==> src/logic/cache_pkg.sv <==
package cache_pkg;

    localparam int DATA_BITS      = 32;
    localparam int ADDR_BITS      = 14;
    localparam int TAG_BITS       = 8;
    localparam int INDEX_BITS     = 4;
    localparam int OFFSET_BITS    = 2;
    localparam int WORDS_PER_LINE = 4;
    localparam int SETS           = 16;

    // Word address split, tag in the top bits
    typedef struct packed {
        logic [TAG_BITS-1:0]    tag;
        logic [INDEX_BITS-1:0]  index;   // Set select
        logic [OFFSET_BITS-1:0] offset;  // Word within the line
    } cache_addr_fields_t;

    typedef union packed {
        logic [ADDR_BITS-1:0] raw;     // As the memory sees it
        cache_addr_fields_t   fields;  // As the cache sees it
    } cache_addr_u;

    typedef enum logic [1:0] {
        CMD_READ,
        CMD_WRITE,
        CMD_FLUSH   // Write back every dirty line, then invalidate all
    } cache_op_e;

    typedef struct packed {
        cache_op_e            op;
        cache_addr_u          addr;
        logic [DATA_BITS-1:0] wdata;
    } cache_cmd_t;

    typedef struct packed {
        logic                 hit;
        logic [DATA_BITS-1:0] rdata;  // Zero for a flush
    } cache_rsp_t;

    // One strobe per word, memory never stalls
    typedef struct packed {
        logic                 valid;
        logic                 write;
        logic [ADDR_BITS-1:0] addr;
        logic [DATA_BITS-1:0] wdata;
    } mem_req_t;

endpackage

==> src/logic/cache_meta_store.sv <==
`timescale 1ns/100ps

module cache_meta_store #(
    parameter  int WAYS     = 2,
    localparam int WAY_BITS = (WAYS > 1) ? $clog2(WAYS) : 1
) (
    input  logic                             clk,
    input  logic                             rst,
    input  logic [cache_pkg::INDEX_BITS-1:0] meta_index,
    input  logic [cache_pkg::TAG_BITS-1:0]   meta_tag,
    output logic                             hit,
    output logic [WAY_BITS-1:0]              hit_way,
    output logic [WAY_BITS-1:0]              victim_way,
    output logic                             victim_dirty,
    output logic [cache_pkg::TAG_BITS-1:0]   victim_tag,
    input  logic                             touch,
    input  logic [WAY_BITS-1:0]              touch_way,
    input  logic                             fill,
    input  logic [WAY_BITS-1:0]              fill_way,
    input  logic [cache_pkg::TAG_BITS-1:0]   fill_tag,
    input  logic                             set_dirty,
    input  logic [WAY_BITS-1:0]              dirty_way,
    input  logic                             clear_dirty,
    input  logic [WAY_BITS-1:0]              clear_way,
    input  logic                             invalidate_all,
    input  logic                             sel_index   // Inspect clear_way, not the LRU pick
);

    logic                           valid_q [cache_pkg::SETS][WAYS];
    logic                           dirty_q [cache_pkg::SETS][WAYS];
    logic [cache_pkg::TAG_BITS-1:0] tag_q   [cache_pkg::SETS][WAYS];
    logic [WAY_BITS-1:0]            rank_q  [cache_pkg::SETS][WAYS];  // 0 is least recent
    logic [WAYS-1:0]                hit_vec;
    logic [WAY_BITS-1:0]            lru_way;
    logic [WAY_BITS-1:0]            free_way;
    logic                           free_found;

    // Tag compare across the indexed set
    always_comb begin
        hit     = 1'b0;
        hit_way = '0;
        for (int w = 0; w < WAYS; w++) begin
            hit_vec[w] = valid_q[meta_index][w] && (tag_q[meta_index][w] == meta_tag);
            if (hit_vec[w]) begin
                hit     = 1'b1;
                hit_way = WAY_BITS'(w);
            end
        end
    end

    // Lowest invalid way first, else the rank 0 way
    always_comb begin
        lru_way    = '0;
        free_way   = '0;
        free_found = 1'b0;
        for (int w = WAYS - 1; w >= 0; w--) begin  // Descending so lowest wins
            if (rank_q[meta_index][w] == '0) begin
                lru_way = WAY_BITS'(w);
            end
            if (!valid_q[meta_index][w]) begin
                free_found = 1'b1;
                free_way   = WAY_BITS'(w);
            end
        end
        if (sel_index) begin
            victim_way = clear_way;                // Flush walk picks the line itself
        end else begin
            victim_way = free_found ? free_way : lru_way;
        end
    end

    assign victim_dirty = dirty_q[meta_index][victim_way];
    assign victim_tag   = tag_q[meta_index][victim_way];

    always_ff @(posedge clk) begin
        if (rst) begin
            for (int s = 0; s < cache_pkg::SETS; s++) begin
                for (int w = 0; w < WAYS; w++) begin
                    valid_q[s][w] <= 1'b0;
                    dirty_q[s][w] <= 1'b0;
                    rank_q[s][w]  <= WAY_BITS'(w);  // Rank starts as way number
                end
            end
        end else if (invalidate_all) begin
            for (int s = 0; s < cache_pkg::SETS; s++) begin
                for (int w = 0; w < WAYS; w++) begin
                    valid_q[s][w] <= 1'b0;
                    dirty_q[s][w] <= 1'b0;
                end
            end
        end else begin
            if (fill) begin
                valid_q[meta_index][fill_way] <= 1'b1;
                dirty_q[meta_index][fill_way] <= 1'b0;  // Clean unless set_dirty below
            end
            if (set_dirty) begin
                dirty_q[meta_index][dirty_way] <= 1'b1;  // Write miss marks its fresh line
            end
            if (clear_dirty) begin
                dirty_q[meta_index][clear_way] <= 1'b0;
            end
            if (touch) begin
                for (int w = 0; w < WAYS; w++) begin
                    if (WAY_BITS'(w) == touch_way) begin
                        rank_q[meta_index][w] <= WAY_BITS'(WAYS - 1);
                    end else if (rank_q[meta_index][w] > rank_q[meta_index][touch_way]) begin
                        rank_q[meta_index][w] <= rank_q[meta_index][w] - 1'b1;
                    end
                end
            end
        end
    end

    always_ff @(posedge clk) begin
        if (fill) begin
            tag_q[meta_index][fill_way] <= fill_tag;
        end
    end

    // Fills only follow a miss on the same tag, so a tag never sits in two ways
    assert property (@(posedge clk) disable iff (rst) $countones(hit_vec) <= 1);

endmodule

==> config.mk <==
export PLATFORM = sky130hd
export DESIGN_NAME = cache_meta_store
export DESIGN_NICKNAME = d
export VERILOG_FILES = /design/src/logic/cache_pkg.sv /design/src/logic/cache_meta_store.sv
export SDC_FILE = /design/constraint.sdc
export NUM_CORES = 1
export LEC_CHECK = 0
export ABC_CLOCK_PERIOD_IN_PS = 3700
export BUFFER_PORTS_ARGS = -buffer_cell sky130_fd_sc_hd__buf_2
export CAP_MARGIN = 20
export CELL_PAD_IN_SITES_DETAIL_PLACEMENT = 1
export CELL_PAD_IN_SITES_GLOBAL_PLACEMENT = 2
export CORE_ASPECT_RATIO = 1.75
export CORE_MARGIN = 2
export CORE_UTILIZATION = 31
export CTS_CLUSTER_SIZE = 28
export DETAILED_ROUTE_END_ITERATION = 10
export PLACE_DENSITY = 0.67
export SYNTH_ARGS = -nofsm -noshare
export SYNTH_HDL_FRONTEND = slang
export SYNTH_SLANG_ARGS = --single-unit
==> constraint.sdc <==
create_clock -name clk -period 3.7 [get_ports clk]
set_input_delay 0.185 -clock clk [delete_from_list [all_inputs] [get_ports clk]]
set_output_delay 0.185 -clock clk [all_outputs]
set_load 0.01 [all_outputs]
==> metrics.md, run 1 <==
| Metric | Value |
|---|---|
| Max-slew violations | 0 |
| Total global routing overflow | 0 |
| Antenna violations before repair | 0 |
| Peak Freq | 296 MHz |
| Syn Area/Cell | 16.7 um^2 |
| Share of cells above drive strength 1 | 24.7% |
| Fin cells | 1581 |
| Number of distinct library cells after synthesis | 49 |
| Clock Pin Slew Worst Setup and Hold Paths | 0.07 ns |
| Worst Path Max Fanout | 8 |
| Initial core utilization | 31.2% |
| Setup TNS | 0 ns |
| CTS max path bufs | 3 |
| I/O Buffers | 43 |
| Post-CTS sizing | 0 |
| Num ports | 44 |
| Main combinational cell family by area after synthesis | multiplexers |
| Largest net degree at the start of global routing | 70 |
| Final worst setup slack | 0.317 ns |
| Via count | 8090 |
| CP Data Required Time | 3.51 ns |
| Synth Area in Simple Gates | 5.23% |
| CP Buf/Inv Count | 2 |
| Prevailing post-synth register cell | edfxtp_1 |
| WP data arrival | 3.20 ns |
| Hold buffer count at CTS | 0 |
| HP Class | in2reg |
| Xor and xnor area share after synthesis | 0.943% |
| Crit-path max cell delay | 0.56 ns |
| Clk_lat worst skew | 0.56 ns |
| RSZ-0062 raised after global routing | no |
| Routed WL | 39500 um |
| Root Buffer | clkbuf_16 |
| DRC | 0 |
| Max Cap Viol | 0 |
| Status | completed |
| Worst slew margin | 51.3% |
| Synthesis Warnings | 0 |
| EDFF count, synth | 319 |
| DP Cell Count | 1528 |
| Synthesized flop and latch total | 352 |
| First-pass GRT wire length | 59200 um |
| Compound-gate portion of the synthesized area | 6.61% |
| CP Capture Type | output port |
| Placer Congestion | 0.760 |
| Total power | 8.08 mW |
| Nets | 997 |
| Post-synthesis mux area share | 16.0% |
| Gr usage total | 16.2% |
| Syn Nets | 920 |
| Vias in the first global route | 8905 |
| Cell area after synthesis | 0.0149 mm^2 |
| Initial DRC count | 560 |
| Core Util, Final | 35.6% |
| Syn-to-layout area delta | 14.0% |
| Leak Pwr | 5.53 nW |
| Hold Slack | 0.130 ns |
| Cell Rows | 106 |
| Post-CTS Setup Bufs | 0 |
| Adder-Cell Fraction of Synth Area | 0% |
| DR vias/cell | 5.12 |
| TritonCTS clock tree | built |
| WL/cell | 25.0 um |
| Drt pass-1 iters | 5 |
| Detail Placement HPWL | 26400 um |
| Pre-CTS setup slack | 0.484 ns |
| Sequential fraction of the synthesis area | 68.9% |
| Antenna diodes | 0 |
| Cell count after synthesis | 888 |
| CTS sink count | 352 |
| Maximum VDD drop | 0.347 mV |
| Post-layout min period | 3.38 ns |
| Die ar. | 0.0498 mm^2 |
| Crit Path Category | reg2out |
| Max stage delay cell, worst path | o31a_1 |
| Core ar. | 0.0476 mm^2 |
| Die H | 294 um |
| Die X-Extent | 170 um |
| FFs w/ async S/R, synth | 0% |
| Critical Path Start Type | register |
| Top Family by Delay on Critical Path | compound AO/OA/AOI/OAI gates |
| Final Cell Area | 0.0169 mm^2 |
| Htree depth | 1 |
| Post-route ant nets | 0 |
| Final-report setup violation count | 0 |
| CTS buffer count | 29 |
| Slew @ Worst Pin | 0.731 ns |
| Power density over the cells | 477 mW/mm^2 |
| Final setup skew | 0.0105 ns |
| Final hold vios | 0 |
| Fill count | 4789 |
| Area after DPL | 0.0160 mm^2 |
| Period utilisation layout | 91.4% |
| CP Cell Sequence | mux4_2, a22oi_1, nand2_1, a21oi_1, o31a_1, buf_4, mux2i_1, buf_2 |
-- cells by family after synthesis --
| family | after synthesis |
|---|---|
| xor gates and xnor gates | 16 |
| buffers and inverters | 67 |
| and+or+nand+nor | 179 |
| AOI/OAI and AO/OA | 144 |
| DFF | 352 |
| muxes | 130 |
-- metal layers --
layer / share of wire (%) / track usage, %
met1: 39 / 18.8
met2: 55 / 31.0
met3: 2.8 / 1.49
met5: 0 / 0
met4: 2.9 / 5.46
-- state kept, by name, summed over array words and instances (netlist names) --
name     flops
tag_q      256
dirty_q     32
rank_q      32
valid_q     32
-- report_power, final --
group	internal, mW	switching (mW)
Combinational	0.233	0.371
Sequential	4.39	0.0167
Clock	1.66	1.41
-- area by class of cell --
type | instances | area (um^2) | area share [%]
clock buffers | 37 | 796 | 4.70
clock inverters | 16 | 135 | 0.798
inverters | 7 | 26.3 | 0.155
multi-input cells | 469 | 4280 | 25.3
flip-flops and latches | 352 | 10200 | 60.4
well taps | 594 | 743 | 4.39
repair buffers | 106 | 722 | 4.26
-- Yosys cell counts (all sizes together), types with 7 or more instances --
cell type	number	area, um^2
edfxtp	319	9580
nor2	91	342
mux4	83	1890
nand2	45	169
o21ai	44	220
mux2i	39	390
dfxtp	33	661
o21a	33	248
clkbuf	32	120
o21bai	31	233
buf	28	204
nand3	23	115
xnor2	11	96.3
a21oi	8	43.8
mux2	8	93.8
inv	7	26.3
-- cell usage in the layout (no fill, tap or decap), drive strengths merged, types with 4 or more instances in the layout --
master    Yosys  routed
buf          28     106
xnor2        11      11
nand3        23      23
xor2          5       5
o21a         33      33
clkinv        0      10
mux2          8       8
nor2b         6       6
a21oi         8       8
o21ai        44      44
a221oi        6       6
clkbuf       32      37
a22o          5       5
edfxtp      319     319
clkinvlp      0       4
inv           7       7
nor2         91      91
mux2i        39      39
mux4         83      83
nand2        45      45
a22oi         6       6
o21bai       31      31
dfxtp        33      33
nand2b        4       4
-- final timing paths --
| check | from | to | slack [ns] | depth (start not counted) |
|---|---|---|---|---|
| min | meta_index[0] | rank_q[11][0] | 0.13 | 2 |
| max | rank_q[11][1] | victim_tag[3] | 0.32 | 8 |
| min reg2reg | valid_q[15][0] | valid_q[15][0] | 0.47 | 1 |
| max reg2reg | rank_q[11][0] | rank_q[13][1] | 1.01 | 7 |
No activity file was read; power rests on OpenSTA's default activity.
==> inputs of run 2 (changes only) <==
CORE_ASPECT_RATIO = default   (was 1.75)
SKIP_CTS_REPAIR_TIMING = 1   (was default)
==> run 2 against run 1 <==
Sequential share of layout area down 0.95 points. Flip-flop and latch count unchanged. Critical path depth is the same. Design area up 1.6%. Highest routed layer unchanged. Clock skew down 0.0066 ns.
==> metrics.md, run 2 (synthesized netlist as in run 1, its figures left out) <==
| Metric | Value |
|---|---|
| Final-report setup violation count | 0 (unchanged) |
| Worst slew margin | 44.5% (was 51.3%) |
| Most flop-heavy register | tag_q (unchanged) |
| Total power | 8.69 mW (was 8.08 mW) |
| Multi-input logic area | 0.00428 mm^2 (unchanged) |
| Htree depth | 2 (was 1) |
| Maximum VDD drop | 0.298 mV (was 0.347 mV) |
| Status | completed (unchanged) |
| Slew @ Worst Pin | 0.829 ns (was 0.731 ns) |
| Most common cell after layout, fill and taps aside | edfxtp_1 (unchanged) |
| CTS max path bufs | 3 (unchanged) |
| Drt pass-1 iters | 4 (was 5) |
| DR vias/cell | 5.06 (was 5.12) |
| Power density over the cells | 505 mW/mm^2 (was 477 mW/mm^2) |
| WL/cell | 23.6 um (was 25.0 um) |
| RSZ-0062 raised after global routing | no (unchanged) |
| Leak Pwr | 5.65 nW (was 5.53 nW) |
| Setup TNS | 0 ns (unchanged) |
| Routed WL | 38100 um (was 39500 um) |
| Final setup skew | 0.00389 ns (was 0.0105 ns) |
| Core ar. | 0.0475 mm^2 (was 0.0476 mm^2) |
| Gr usage total | 15.7% (was 16.2%) |
| Post-layout min period | 3.42 ns (was 3.38 ns) |
| CP Capture Type | output port (unchanged) |
| TritonCTS clock tree | built (unchanged) |
| CTS sink count | 352 (unchanged) |
| CP Data Required Time | 3.51 ns (about the same) |
| Critical Path Start Type | register (unchanged) |
| Die H | 223 um (was 294 um) |
| Final worst setup slack | 0.280 ns (was 0.317 ns) |
| Die ar. | 0.0497 mm^2 (was 0.0498 mm^2) |
| Clk_lat worst skew | 0.55 ns (was 0.56 ns) |
| Worst hold stages | 2 (unchanged) |
| Period utilisation layout | 92.4% (was 91.4%) |
| Syn-to-layout area delta | 15.8% (was 14.0%) |
| Worst Path Max Fanout | 2 (was 8) |
| Fill count | 4755 (was 4789) |
| Crit Path Category | reg2out (unchanged) |
| Vias in the first global route | 8769 (was 8905) |
| First-pass GRT wire length | 57800 um (was 59200 um) |
| Max reg flops | 256 (unchanged) |
| Core Util, Final | 36.2% (was 35.6%) |
| Largest net degree at the start of global routing | 69 (was 70) |
| Total global routing overflow | 0 (unchanged) |
| Post-route ant nets | 0 (unchanged) |
| Max-slew violations | 0 (unchanged) |
| Nets | 1004 (was 997) |
| Placer Congestion | 0.734 (was 0.760) |
| Final hold vios | 0 (unchanged) |
| Detail Placement HPWL | 24700 um (was 26400 um) |
| Clock Pin Slew Worst Setup and Hold Paths | 0.06 ns (was 0.07 ns) |
| Die X-Extent | 223 um (was 170 um) |
| Share of cells above drive strength 1 | 25.0% (was 24.7%) |
| R2r worst-path depth | 7 (unchanged) |
| Most frequent cells in the layout | edfxtp_1, nor2_1, mux4_2 (unchanged) |
| Num ports | 44 (unchanged) |
| Antenna diodes | 0 (unchanged) |
| Via count | 8174 (was 8090) |
| Max Cap Viol | 0 (unchanged) |
| I/O Buffers | 43 (unchanged) |
| Pre-CTS setup slack | 0.420 ns (was 0.484 ns) |
| Antenna violations before repair | 1 (was 0) |
| CTS buffer count | 38 (was 29) |
| Initial DRC count | 596 (was 560) |
| Peak Freq | 292 MHz (was 296 MHz) |
| Root Buffer | clkbuf_16 (unchanged) |
| Reg area | 0.0102 mm^2 (unchanged) |
| HP Class | in2reg (unchanged) |
| DRC | 0 (unchanged) |
| Initial core utilization | 31.3% (was 31.2%) |
| WP data arrival | 3.24 ns (was 3.20 ns) |
| Cell Rows | 80 (was 106) |
-- run 2: cell types whose count changed in the layout (fill, tap and decap cells not counted), sizes merged --
cell | previous run | this run
clkinvlp | 4 | 2
clkinv | 10 | 14
inv | 7 | 9
clkbuf | 37 | 50
buf | 106 | 104
bufinv | 2 | 1
-- run 2: worst paths after layout --
path | startpoint | endpoint | slack [ns]
worst max-delay path | tag_q[10][6] | hit | 0.28
worst min-delay path | meta_index[0] | rank_q[11][0] | 0.16
worst max register to register | rank_q[9][0] | rank_q[11][1] | 0.93
worst min register to register | valid_q[6][0] | valid_q[6][0] | 0.46
-- run 2: through the flow --
step / hold WS, ns / cell area [um^2] / cells
2_1_floorplan: 0.284 / 14900 / 888
3_3_place_gp: 0.443 / 16000 / 1547
3_5_place_dp: 0.453 / 16000 / 1547
4_1_cts: 0.144 / 17200 / 1616
5_1_grt: 0.175 / 17200 / 1616
6_report: 0.156 / 17200 / 1616
-- run 2: critical path, stage by stage (launching register included) --
cell      delay, ns
edfxtp_1       0.36
mux4_2         0.48
mux2i_1        0.27
mux2_2         0.25
xnor2_1        0.07
or4_4          0.55
nor4_4         0.30
a41o_1         0.23
buf_2          0.16
-- run 2: metal layers --
metal	vias to the layer above	part of all wire, %	GRT usage [%]
li1	3663	-	-
met1	4361	44	20.7
met2	112	50	27.0
met3	38	3.7	2.61
met4	0	1.8	4.24
met5	-	0	0
-- run 2: power breakdown --
group	internal, mW	leakage, nW	switching [mW]	total (mW)
clock network	2.11	0.585	1.57	3.68
registers	4.40	3.18	0.0165	4.41
logic	0.228	1.89	0.368	0.596
total	6.74	5.65	1.95	8.69
-- run 2: cell type report --
class / count / share of cell area, %
Clock inverter: 19 / 0.771
Tap cell: 615 / 4.47
Inverter: 7 / 0.153
Clock buffer: 50 / 6.21
Sequential cell: 352 / 59.5
Multi-Input combinational cell: 469 / 24.9
Timing Repair Buffer: 104 / 4.03
