File: src/logic/cache_pkg.sv
package cache_pkg;

    localparam int DATA_BITS      = 32;
    localparam int ADDR_BITS      = 14;
    localparam int TAG_BITS       = 8;
    localparam int INDEX_BITS     = 4;
    localparam int OFFSET_BITS    = 2;
    localparam int WORDS_PER_LINE = 4;
    localparam int SETS           = 16;

    // Word address split, tag in the top bits
    typedef struct packed {
        logic [TAG_BITS-1:0]    tag;
        logic [INDEX_BITS-1:0]  index;   // Set select
        logic [OFFSET_BITS-1:0] offset;  // Word within the line
    } cache_addr_fields_t;

    typedef union packed {
        logic [ADDR_BITS-1:0] raw;     // As the memory sees it
        cache_addr_fields_t   fields;  // As the cache sees it
    } cache_addr_u;

    typedef enum logic [1:0] {
        CMD_READ,
        CMD_WRITE,
        CMD_FLUSH   // Write back every dirty line, then invalidate all
    } cache_op_e;

    typedef struct packed {
        cache_op_e            op;
        cache_addr_u          addr;
        logic [DATA_BITS-1:0] wdata;
    } cache_cmd_t;

    typedef struct packed {
        logic                 hit;
        logic [DATA_BITS-1:0] rdata;  // Zero for a flush
    } cache_rsp_t;

    // One strobe per word, memory never stalls
    typedef struct packed {
        logic                 valid;
        logic                 write;
        logic [ADDR_BITS-1:0] addr;
        logic [DATA_BITS-1:0] wdata;
    } mem_req_t;

endpackage

File: src/logic/cache_controller.sv
`timescale 1ns/100ps

module cache_controller #(
    parameter  int WAYS     = 2,
    localparam int WAY_BITS = (WAYS > 1) ? $clog2(WAYS) : 1,
    localparam int LINE_ADDR_BITS = cache_pkg::INDEX_BITS + cache_pkg::OFFSET_BITS
) (
    input  logic                             clk,
    input  logic                             rst,
    input  logic                             cmd_valid,
    input  cache_pkg::cache_cmd_t            cmd,
    output logic                             cmd_ready,
    output logic                             rsp_valid,
    output cache_pkg::cache_rsp_t            rsp,
    input  logic                             rsp_ready,
    output logic [cache_pkg::INDEX_BITS-1:0] meta_index,
    output logic [cache_pkg::TAG_BITS-1:0]   meta_tag,
    input  logic                             hit,
    input  logic [WAY_BITS-1:0]              hit_way,
    input  logic [WAY_BITS-1:0]              victim_way,
    input  logic                             victim_dirty,
    input  logic [cache_pkg::TAG_BITS-1:0]   victim_tag,
    output logic                             touch,
    output logic [WAY_BITS-1:0]              touch_way,
    output logic                             fill,
    output logic [WAY_BITS-1:0]              fill_way,
    output logic [cache_pkg::TAG_BITS-1:0]   fill_tag,
    output logic                             set_dirty,
    output logic [WAY_BITS-1:0]              dirty_way,
    output logic                             clear_dirty,
    output logic [WAY_BITS-1:0]              clear_way,
    output logic                             invalidate_all,
    output logic                             sel_index,
    output logic                             ram0_en,
    output logic                             ram0_we,
    output logic [WAY_BITS-1:0]              ram0_way,
    output logic [LINE_ADDR_BITS-1:0]        ram0_addr,
    output logic [cache_pkg::DATA_BITS-1:0]  ram0_wdata,
    input  logic [cache_pkg::DATA_BITS-1:0]  ram0_rdata,
    output logic                             ram1_en,
    output logic                             ram1_we,
    output logic [WAY_BITS-1:0]              ram1_way,
    output logic [LINE_ADDR_BITS-1:0]        ram1_addr,
    output logic [cache_pkg::DATA_BITS-1:0]  ram1_wdata,
    input  logic [cache_pkg::DATA_BITS-1:0]  ram1_rdata,
    output cache_pkg::mem_req_t              mem_req,
    input  logic [cache_pkg::DATA_BITS-1:0]  mem_rdata
);

    typedef enum logic [2:0] {
        ST_NORMAL,   // Idle, or looking up the held command
        ST_STORE,    // Victim line back to memory
        ST_LOAD,     // New line in from memory
        ST_FLUSH,    // Walk every set and way
        ST_RESPOND   // Result held until taken
    } state_e;

    state_e                           state;
    cache_pkg::cache_cmd_t            cmd_q;
    cache_pkg::cache_addr_u           line_addr;
    logic                             busy_q;      // Command held for lookup
    logic                             flushing_q;
    logic [1:0]                       cnt;         // Word counter
    logic                             last_q;      // All four words issued
    logic                             pend_q;      // One word in flight
    logic [1:0]                       pend_off;    // Its offset
    logic [WAY_BITS-1:0]              way_q;
    logic [cache_pkg::INDEX_BITS-1:0] flush_set;
    logic [WAY_BITS-1:0]              flush_way;
    logic                             hit_q;
    logic                             from_ram_q;  // Read hit data comes from port 0
    logic [cache_pkg::DATA_BITS-1:0]  rdata_q;
    logic [cache_pkg::DATA_BITS-1:0]  fill_word;
    logic                             is_write, lookup, line_done, flush_last;

    assign is_write   = (cmd_q.op == cache_pkg::CMD_WRITE);
    assign lookup     = (state == ST_NORMAL) && busy_q && (cmd_q.op != cache_pkg::CMD_FLUSH);
    assign line_done  = pend_q && (pend_off == 2'd3);
    assign flush_last = (flush_way == WAY_BITS'(WAYS - 1)) && (flush_set == '1);

    assign cmd_ready = (state == ST_NORMAL) && !busy_q;
    assign rsp_valid = (state == ST_RESPOND);
    assign rsp.hit   = hit_q;
    assign rsp.rdata = from_ram_q ? ram0_rdata : rdata_q;

    // Metadata, flush walks its own set and way
    assign meta_index     = flushing_q ? flush_set : cmd_q.addr.fields.index;
    assign meta_tag       = cmd_q.addr.fields.tag;
    assign sel_index      = flushing_q;
    assign fill           = (state == ST_LOAD) && line_done;
    assign fill_way       = way_q;
    assign fill_tag       = cmd_q.addr.fields.tag;
    assign touch          = (lookup && hit) || fill;
    assign touch_way      = (state == ST_LOAD) ? way_q : hit_way;
    assign set_dirty      = is_write && ((lookup && hit) || fill);
    assign dirty_way      = touch_way;
    assign clear_dirty    = (state == ST_STORE) && line_done && flushing_q;
    assign clear_way      = flush_way;
    assign invalidate_all = (state == ST_FLUSH) && !victim_dirty && flush_last;

    assign ram0_en    = lookup && hit;
    assign ram0_we    = is_write;
    assign ram0_way   = hit_way;
    assign ram0_addr  = {cmd_q.addr.fields.index, cmd_q.addr.fields.offset};
    assign ram0_wdata = cmd_q.wdata;

    // Write miss merges its word into the incoming line
    assign fill_word  = (is_write && (pend_off == cmd_q.addr.fields.offset)) ?
                        cmd_q.wdata : mem_rdata;
    assign ram1_en    = ((state == ST_STORE) && !last_q) || ((state == ST_LOAD) && pend_q);
    assign ram1_we    = (state == ST_LOAD);
    assign ram1_way   = way_q;
    assign ram1_addr  = {meta_index, (state == ST_STORE) ? cnt : pend_off};
    assign ram1_wdata = fill_word;

    // Store writes the word read last cycle, load reads ahead of the fill
    always_comb begin
        line_addr.fields.tag    = (state == ST_STORE) ? victim_tag : cmd_q.addr.fields.tag;
        line_addr.fields.index  = meta_index;
        line_addr.fields.offset = (state == ST_STORE) ? pend_off : cnt;
        mem_req.valid = ((state == ST_STORE) && pend_q) || ((state == ST_LOAD) && !last_q);
        mem_req.write = (state == ST_STORE);
        mem_req.addr  = line_addr.raw;
        mem_req.wdata = ram1_rdata;
    end

    always_ff @(posedge clk) begin
        if (rst) begin
            state      <= ST_NORMAL;
            busy_q     <= 1'b0;
            flushing_q <= 1'b0;
            cnt        <= '0;
            last_q     <= 1'b0;
            pend_q     <= 1'b0;
            flush_set  <= '0;
            flush_way  <= '0;
        end else begin
            case (state)
                ST_NORMAL: begin
                    if (!busy_q) begin
                        busy_q <= cmd_valid;
                    end else if (cmd_q.op == cache_pkg::CMD_FLUSH) begin
                        state      <= ST_FLUSH;
                        flushing_q <= 1'b1;
                        flush_set  <= '0;
                        flush_way  <= '0;
                    end else if (hit) begin
                        state <= ST_RESPOND;
                    end else begin
                        state <= victim_dirty ? ST_STORE : ST_LOAD;
                    end
                end
                ST_STORE, ST_LOAD: begin
                    if (!last_q) begin
                        cnt    <= cnt + 2'd1;   // Wraps back to 0 after word 3
                        last_q <= (cnt == 2'd3);
                    end
                    pend_q <= !last_q;
                    if (line_done) begin
                        last_q <= 1'b0;
                        pend_q <= 1'b0;
                        if (state == ST_LOAD) begin
                            state <= ST_RESPOND;
                        end else begin
                            state <= flushing_q ? ST_FLUSH : ST_LOAD;
                        end
                    end
                end
                ST_FLUSH: begin
                    if (victim_dirty) begin
                        state <= ST_STORE;          // Comes back here with the line clean
                    end else if (flush_way == WAY_BITS'(WAYS - 1)) begin
                        flush_way <= '0;
                        flush_set <= flush_set + 1'b1;
                        if (flush_last) begin
                            state      <= ST_RESPOND;
                            flushing_q <= 1'b0;
                        end
                    end else begin
                        flush_way <= flush_way + 1'b1;
                    end
                end
                ST_RESPOND: begin
                    if (rsp_ready) begin
                        state  <= ST_NORMAL;
                        busy_q <= 1'b0;
                    end
                end
                default: state <= ST_NORMAL;
            endcase
        end
    end

    always_ff @(posedge clk) begin
        if (cmd_ready && cmd_valid) begin
            cmd_q <= cmd;
        end
        pend_off <= cnt;
        if ((state == ST_NORMAL) || (state == ST_FLUSH)) begin
            way_q <= victim_way;  // Held through store and load
        end
        if ((state == ST_NORMAL) && busy_q) begin
            hit_q      <= lookup && hit;
            from_ram_q <= lookup && hit && !is_write;
            rdata_q    <= lookup ? cmd_q.wdata : '0;  // Flush answers with zero
        end
        if ((state == ST_LOAD) && pend_q && (pend_off == cmd_q.addr.fields.offset)) begin
            rdata_q <= fill_word;
        end
    end

    assert property (@(posedge clk) disable iff (rst) (state == ST_NORMAL) |-> !mem_req.valid);
    assert property (@(posedge clk) disable iff (rst) !(cmd_ready && rsp_valid));

endmodule

File: config.mk
export PLATFORM = sky130hd
export DESIGN_NAME = cache_controller
export DESIGN_NICKNAME = d
export VERILOG_FILES = /design/src/logic/cache_pkg.sv /design/src/logic/cache_controller.sv
export SDC_FILE = /design/constraint.sdc
export NUM_CORES = 1
export LEC_CHECK = 0
export BUFFER_PORTS_ARGS = -buffer_cell sky130_fd_sc_hd__buf_2
export CORE_AREA = 8 8 130 132
export CTS_BUF_LIST = sky130_fd_sc_hd__clkbuf_4 sky130_fd_sc_hd__clkbuf_8
export DETAILED_ROUTE_END_ITERATION = 8
export DIE_AREA = 0 0 138 140
export PLACE_DENSITY = 0.75
export SYNTH_ARGS = -nofsm -noshare
export SYNTH_HDL_FRONTEND = slang
export SYNTH_SLANG_ARGS = --single-unit
File: constraint.sdc
create_clock -name clk -period 2.33 [get_ports clk]
set_clock_uncertainty 0.1 [all_clocks]
set_input_delay 0.1165 -clock clk [delete_from_list [all_inputs] [get_ports clk]]
set_output_delay 0.1165 -clock clk [all_outputs]
set_load 0.1 [all_outputs]
==> impl_metrics.ini, run 1 <==
[synth]
syn_nets = 590
synthFlopType = edfxtp_1
synth_edf_count = 83
synth_cell_types = 49
synth_top_area_frac = 0.455
yosys.cell_count.top_type = buf_4
synthTopCellsByCount = 98 x buf_4, 83 x edfxtp_1, 76 x mux2_2
synth_area_leaders = edfxtp_1 45%, mux2_2 16%, buf_4 13%
synthArstFlopShare = 0
yosysTopAreaCell = edfxtp_1
syn_avg_cell_area_um2 = 12.8
synthesis.area_um2 = 5480
syn_inst = 428
yosys_warnings = 0
ys_seq_area_frac = 0.513
synth_seq_cells = 99

[worst_setup_path]
r2r_slack_ns = 0.13
reg2reg_depth = 4
endpoint_kind = output port
arrival_ns = 2.06
critPathKind = flop to output port
crit_path_start_kind = flop
cp.required_ns = 2.11
r2r_start = ram0_addr[0]
cp_max_fo = 8
worstReg2RegEnd = rdata_q[0]

[worst_hold_path]
worstHoldEndpoint = from_ram_q
min_path_type = primary input to flop
min_from = hit
holdPathStages = 3

[die]
dieArea_um2 = 19300
coreArea_um2 = 14900
initial_utilization = 0.369
row_count = 45
chipHeight_um = 140
die_w_um = 138
io_pins = 355

[sta]
slew_headroom = 0.319
hold_viol_final = 0
period_minus_slack_ns = 2.28
finalSetupViolations = 0
rsz0062_at_grt = true
tightest_slew_ns = 1.02
period_share = 0.977
max_freq_mhz = 439
slew_violations = 0
tns_ns = 0

[placed_design]
gp_congestion = 0.844
portBuffers = 290
dp_hpwl_mm = 14.4

[cts]
clk_latency_ns = 0.39
tritoncts = built
cts_buffer_depth = 2
cts-root-buf = clkbuf_8
cts_buffers = 9
clk_pin_slew_worst_paths_ns = 0.11
h-tree-depth = 3
clock-sinks = 99

[route]
via_count = 4586
drt_iter0_drc = 179
drtAntennaViolNets = 0
via_per_inst = 5.03
wl_mm = 20.4
avgRoutedWirePerCell_um = 22.4
drt_pass1_iterations = 4
drc_errors = 0

[grt]
overflow = 0
grt_pass1_wl_mm = 30.3
antenna_found_initial = 2
track_usage = 0.202
grt_max_degree = 33
grt_pass1_vias = 5125

[layout]
fillers = 1150
final_nets = 880
area_growth_pct = 64.7
drive_gt1_frac = 0.607

[run_status]
status = completed

[job]
max-cap-violations = 0
placed cells by master (no fill, tap or decap), drive strengths merged, types with 2 or more instances in the layout:
| cell type | synthesis | layout |
|---|---|---|
| a21oi | 12 | 12 |
| ha | 2 | 2 |
| buf | 114 | 312 |
| nand3 | 3 | 3 |
| nand2 | 10 | 10 |
| clkbuf | 4 | 11 |
| nor2 | 13 | 13 |
| nand4bb | 2 | 2 |
| nor2b | 2 | 2 |
| and2 | 2 | 2 |
| o21ai | 6 | 6 |
| dlygate4sd3 | 0 | 84 |
| mux2i | 3 | 3 |
| nor3 | 4 | 4 |
| a22o | 35 | 35 |
| xnor2 | 2 | 2 |
| xor2 | 2 | 2 |
| dfxtp | 16 | 16 |
| and3 | 2 | 2 |
| nand2b | 2 | 2 |
| or4 | 2 | 2 |
| inv | 7 | 10 |
| mux2 | 82 | 82 |
| edfxtp | 83 | 83 |
| nor3b | 2 | 2 |
worst max-delay path by stage:
stage	startpoint	slack, ns	to
finish	ram0_addr[1]	0.05	ram1_wdata[8]
global route	ram0_addr[1]	-0.05	ram1_wdata[8]
CTS	ram0_addr[0]	-0.05	ram1_wdata[26]
detailed placement	ram0_addr[0]	0.13	rdata_q[28]
global placement	ram0_addr[0]	0.14	rdata_q[12]
floorplan	state[2]	-0.47	cmd_q[46]
repair_timing:
action / 4_1_cts / 5_1_grt
pin swaps: 1 / 11
setup endpoints to repair: 32 / 67
hold endpoints to repair: 93 / 0
hold buffers: 85 / 0
buffers inserted: 3 / 0
resized for setup: 80 / 24
gates cloned: 2 / 1
layer usage:
layer | wire [µm] | vias up | GRT usage
met2 | 11100 | 226 | 0.375
met1 | 7320 | 2238 | 0.205
met4 | 639 | 0 | 0.0761
li1 | - | 2066 | -
met3 | 1350 | 56 | 0.0683
met5 | 0 | - | 0
cell families (layout without fill, tap and decap cells):
logic type,after synthesis,in the layout,synth area share
other cells,0,1,0
buf+inv,125,420,0.157
mux,85,85,0.174
simple gates,51,51,0.0564
flops,99,99,0.513
fa+ha+maj,2,2,0.00457
compound gates,62,62,0.0884
xor+xnor,4,4,0.00640
metrics by stage:
step | instance area (µm²) | cells | util | setup WS (ns) | hold WS, ns
2_1_floorplan | 5590 | 428 | - | -0.472 | 0.0856
3_3_place_gp | 7500 | 805 | 0.504 | 0.140 | 0.134
3_5_place_dp | 7500 | 805 | 0.504 | 0.128 | 0.134
4_1_cts | 8920 | 911 | 0.600 | -0.0488 | 0.124
5_1_grt | 9030 | 912 | 0.607 | -0.0501 | 0.0989
6_report | 9030 | 912 | 0.607 | 0.0543 | 0.115
state kept, by name, indices dropped and copies added, names as in the netlist, 2 cells and up:
register / flops
ram0_addr: 6
flush_set: 4
rdata_q: 32
pend_off: 2
cmd_q: 2
state: 3
cnt: 2
ram0_wdata: 32
fill_tag: 8
area by class of cell:
type	count	area (µm²)	area share
multi-input combinational	204	1970	0.219
timing repair buffer	397	3760	0.416
tap	188	235	0.0261
clock buffer	10	138	0.0152
antenna	1	2.50	0.000277
inverter	7	30.0	0.00333
sequential	99	2820	0.313
clock inverter	6	68.8	0.00762
critical path: stages (launching register included):
cell	delay [ns]
edfxtp_1	0.41
xor2_1	0.19
nor3_4	0.21
buf_6	0.18
buf_16	0.14
mux2_2	0.34
buf_6	0.18
Power of run 1 is left out: the tool's default activity adds up to more than one toggle a clock period on the data nets, which glitch-free logic cannot reach.
==> run 2: changes to the inputs <==
Settings changed: CORE_AREA 8 8 130 132 to 8 8 132 134, CTS_BUF_LIST sky130_fd_sc_hd__clkbuf_4 sky130_fd_sc_hd__clkbuf_8 to default, DIE_AREA 0 0 138 140 to 0 0 140 142, PLACE_DENSITY 0.75 to 0.7.
Clock period 2.33 ns to 2.81 ns, I/O delays scaled along.
==> run 2 against run 1 <==
Wire length down 8.6%. Sequential share of layout area grew 5.7 points. Worst setup slack better by 0.12 ns. Global-route usage shrank 1.9 points. Die area grew 2.9%. Register-to-register slack better by 0.12 ns. Sequential cell count did not move. Final area shrank 16%. Worst hold slack worse by 0.098 ns. Utilization is 11 points lower. Critical path depth fell by 1. Via count shrank 4.3%. Critical endpoint is now ram1_wdata[5].
==> impl_metrics.ini, run 2 (synthesis results as in run 1) <==
[worst_setup_path]
crit_path_start_kind = flop
crit_family = simple AND/OR/NAND/NOR gates
slowest_delay_ns = 0.44
cp.required_ns = 2.57
cp_max_fo = 33
worstPathCellList = nand2b_1 > nor3_4 > buf_12 > mux2_2 > buf_2
startpoint = cmd_q[47]
r2r_slack_ns = 0.25
critPathKind = flop to output port
arrival_ns = 2.39
crit_buf_inv = 2
critPathSlowestCell = edfxtp_1
reg2reg_depth = 5
endpoint_kind = output port
cp.depth = 5
worstReg2RegEnd = rdata_q[14]
r2r_start = state[1]

[layout]
mostFrequentLayoutCells = 271 x buf_2, 83 x edfxtp_1, 76 x mux2_2, 62 x dlygate4sd3_1, 34 x a22o_1
area_growth_pct = 38.9
final_common_cell = buf_2
final_nets = 841
drive_gt1_frac = 0.588
final_area_um2 = 7610

[cts]
cts_setup_buffers = 0
tritoncts = built
cts_buffers = 9
clk_latency_ns = 0.35
cts-root-buf = clkbuf_16
cts_buffer_depth = 2
clock-sinks = 99
h-tree-depth = 3
clk_pin_slew_worst_paths_ns = 0.07

[grt]
overflow = 0
grt_max_degree = 49
grt_pass1_vias = 4901
antenna_found_initial = 2
grt_pass1_wl_mm = 28.1
track_usage = 0.183

[die]
io_pins = 355
row_count = 46
chipHeight_um = 142
coreArea_um2 = 15400
initial_utilization = 0.355
die_w_um = 140
dieArea_um2 = 19900

[sta]
hold_viol_final = 0
period_share = 0.937
tns_ns = 0
rsz0062_at_grt = false
tightest_slew_ns = 0.728
slew_violations = 0
max_freq_mhz = 380
slew_headroom = 0.515
finalSetupViolations = 0
period_minus_slack_ns = 2.63

[placed_design]
portBuffers = 290
dp_hpwl_mm = 14.1
post_dp_cell_area_um2 = 6700
gp_congestion = 0.817

[run_status]
status = completed

[route]
avgRoutedWirePerCell_um = 21.2
drc_errors = 0
drt_iter0_drc = 176
drt_pass1_iterations = 4
drtAntennaViolNets = 0
via_per_inst = 5.00
wl_mm = 18.7
via_count = 4390

[job]
max-cap-violations = 0

[worst_hold_path]
holdPathStages = 2
min_from = mem_rdata[12]
worstHoldEndpoint = rdata_q[12]
min_path_type = primary input to flop
## run 2: how the worst max path moves through the flow
stage | endpoint | slack (ns)
6_report | ram1_wdata[5] | 0.18
5_1_grt | touch | 0.03
4_1_cts | ram1_wdata[6] | 0.14
3_5_place_dp | rdata_q[14] | 0.26
3_3_place_gp | rdata_q[23] | 0.47
2_1_floorplan | cmd_q[46] | 0.008
## run 2: final cells by class
type	instances	area, µm²
well taps	192	240
flip-flops and latches	99	2810
inverters	7	26.3
multi-input cells	204	1860
repair buffers	358	2390
clock inverters	5	36.3
clock buffers	11	243
diodes	2	5.00
fillers	1420	7810
## run 2: metal layers
metal / vias up / routed length, µm / GRT usage
met1: 2106 / 6600 / 0.183
met3: 54 / 1530 / 0.0691
li1: 1997 / - / -
met5: - / 0 / 0
met2: 233 / 9880 / 0.335
met4: 0 / 644 / 0.0829
## run 2: repair_timing
action / in CTS / in global routing
endpoints found under the hold margin: 62 / 0
hold buffers: 62 / 0
setup endpoints to repair: 0 / 2
gates resized for setup: 0 / 2
## run 2: metrics by stage
step | util | hold WS (ns) | std cells | setup slack (ns)
after detailed placement | 0.435 | 0.182 | 798 | 0.265
after global placement | 0.435 | 0.182 | 798 | 0.473
after CTS | 0.493 | 0.000325 | 876 | 0.140
after floorplan | - | 0.110 | 428 | 0.00780
final | 0.494 | 0.0173 | 878 | 0.178
after global routing | 0.494 | 0.0102 | 878 | 0.0338
Power of run 2 is left out for the same reason.
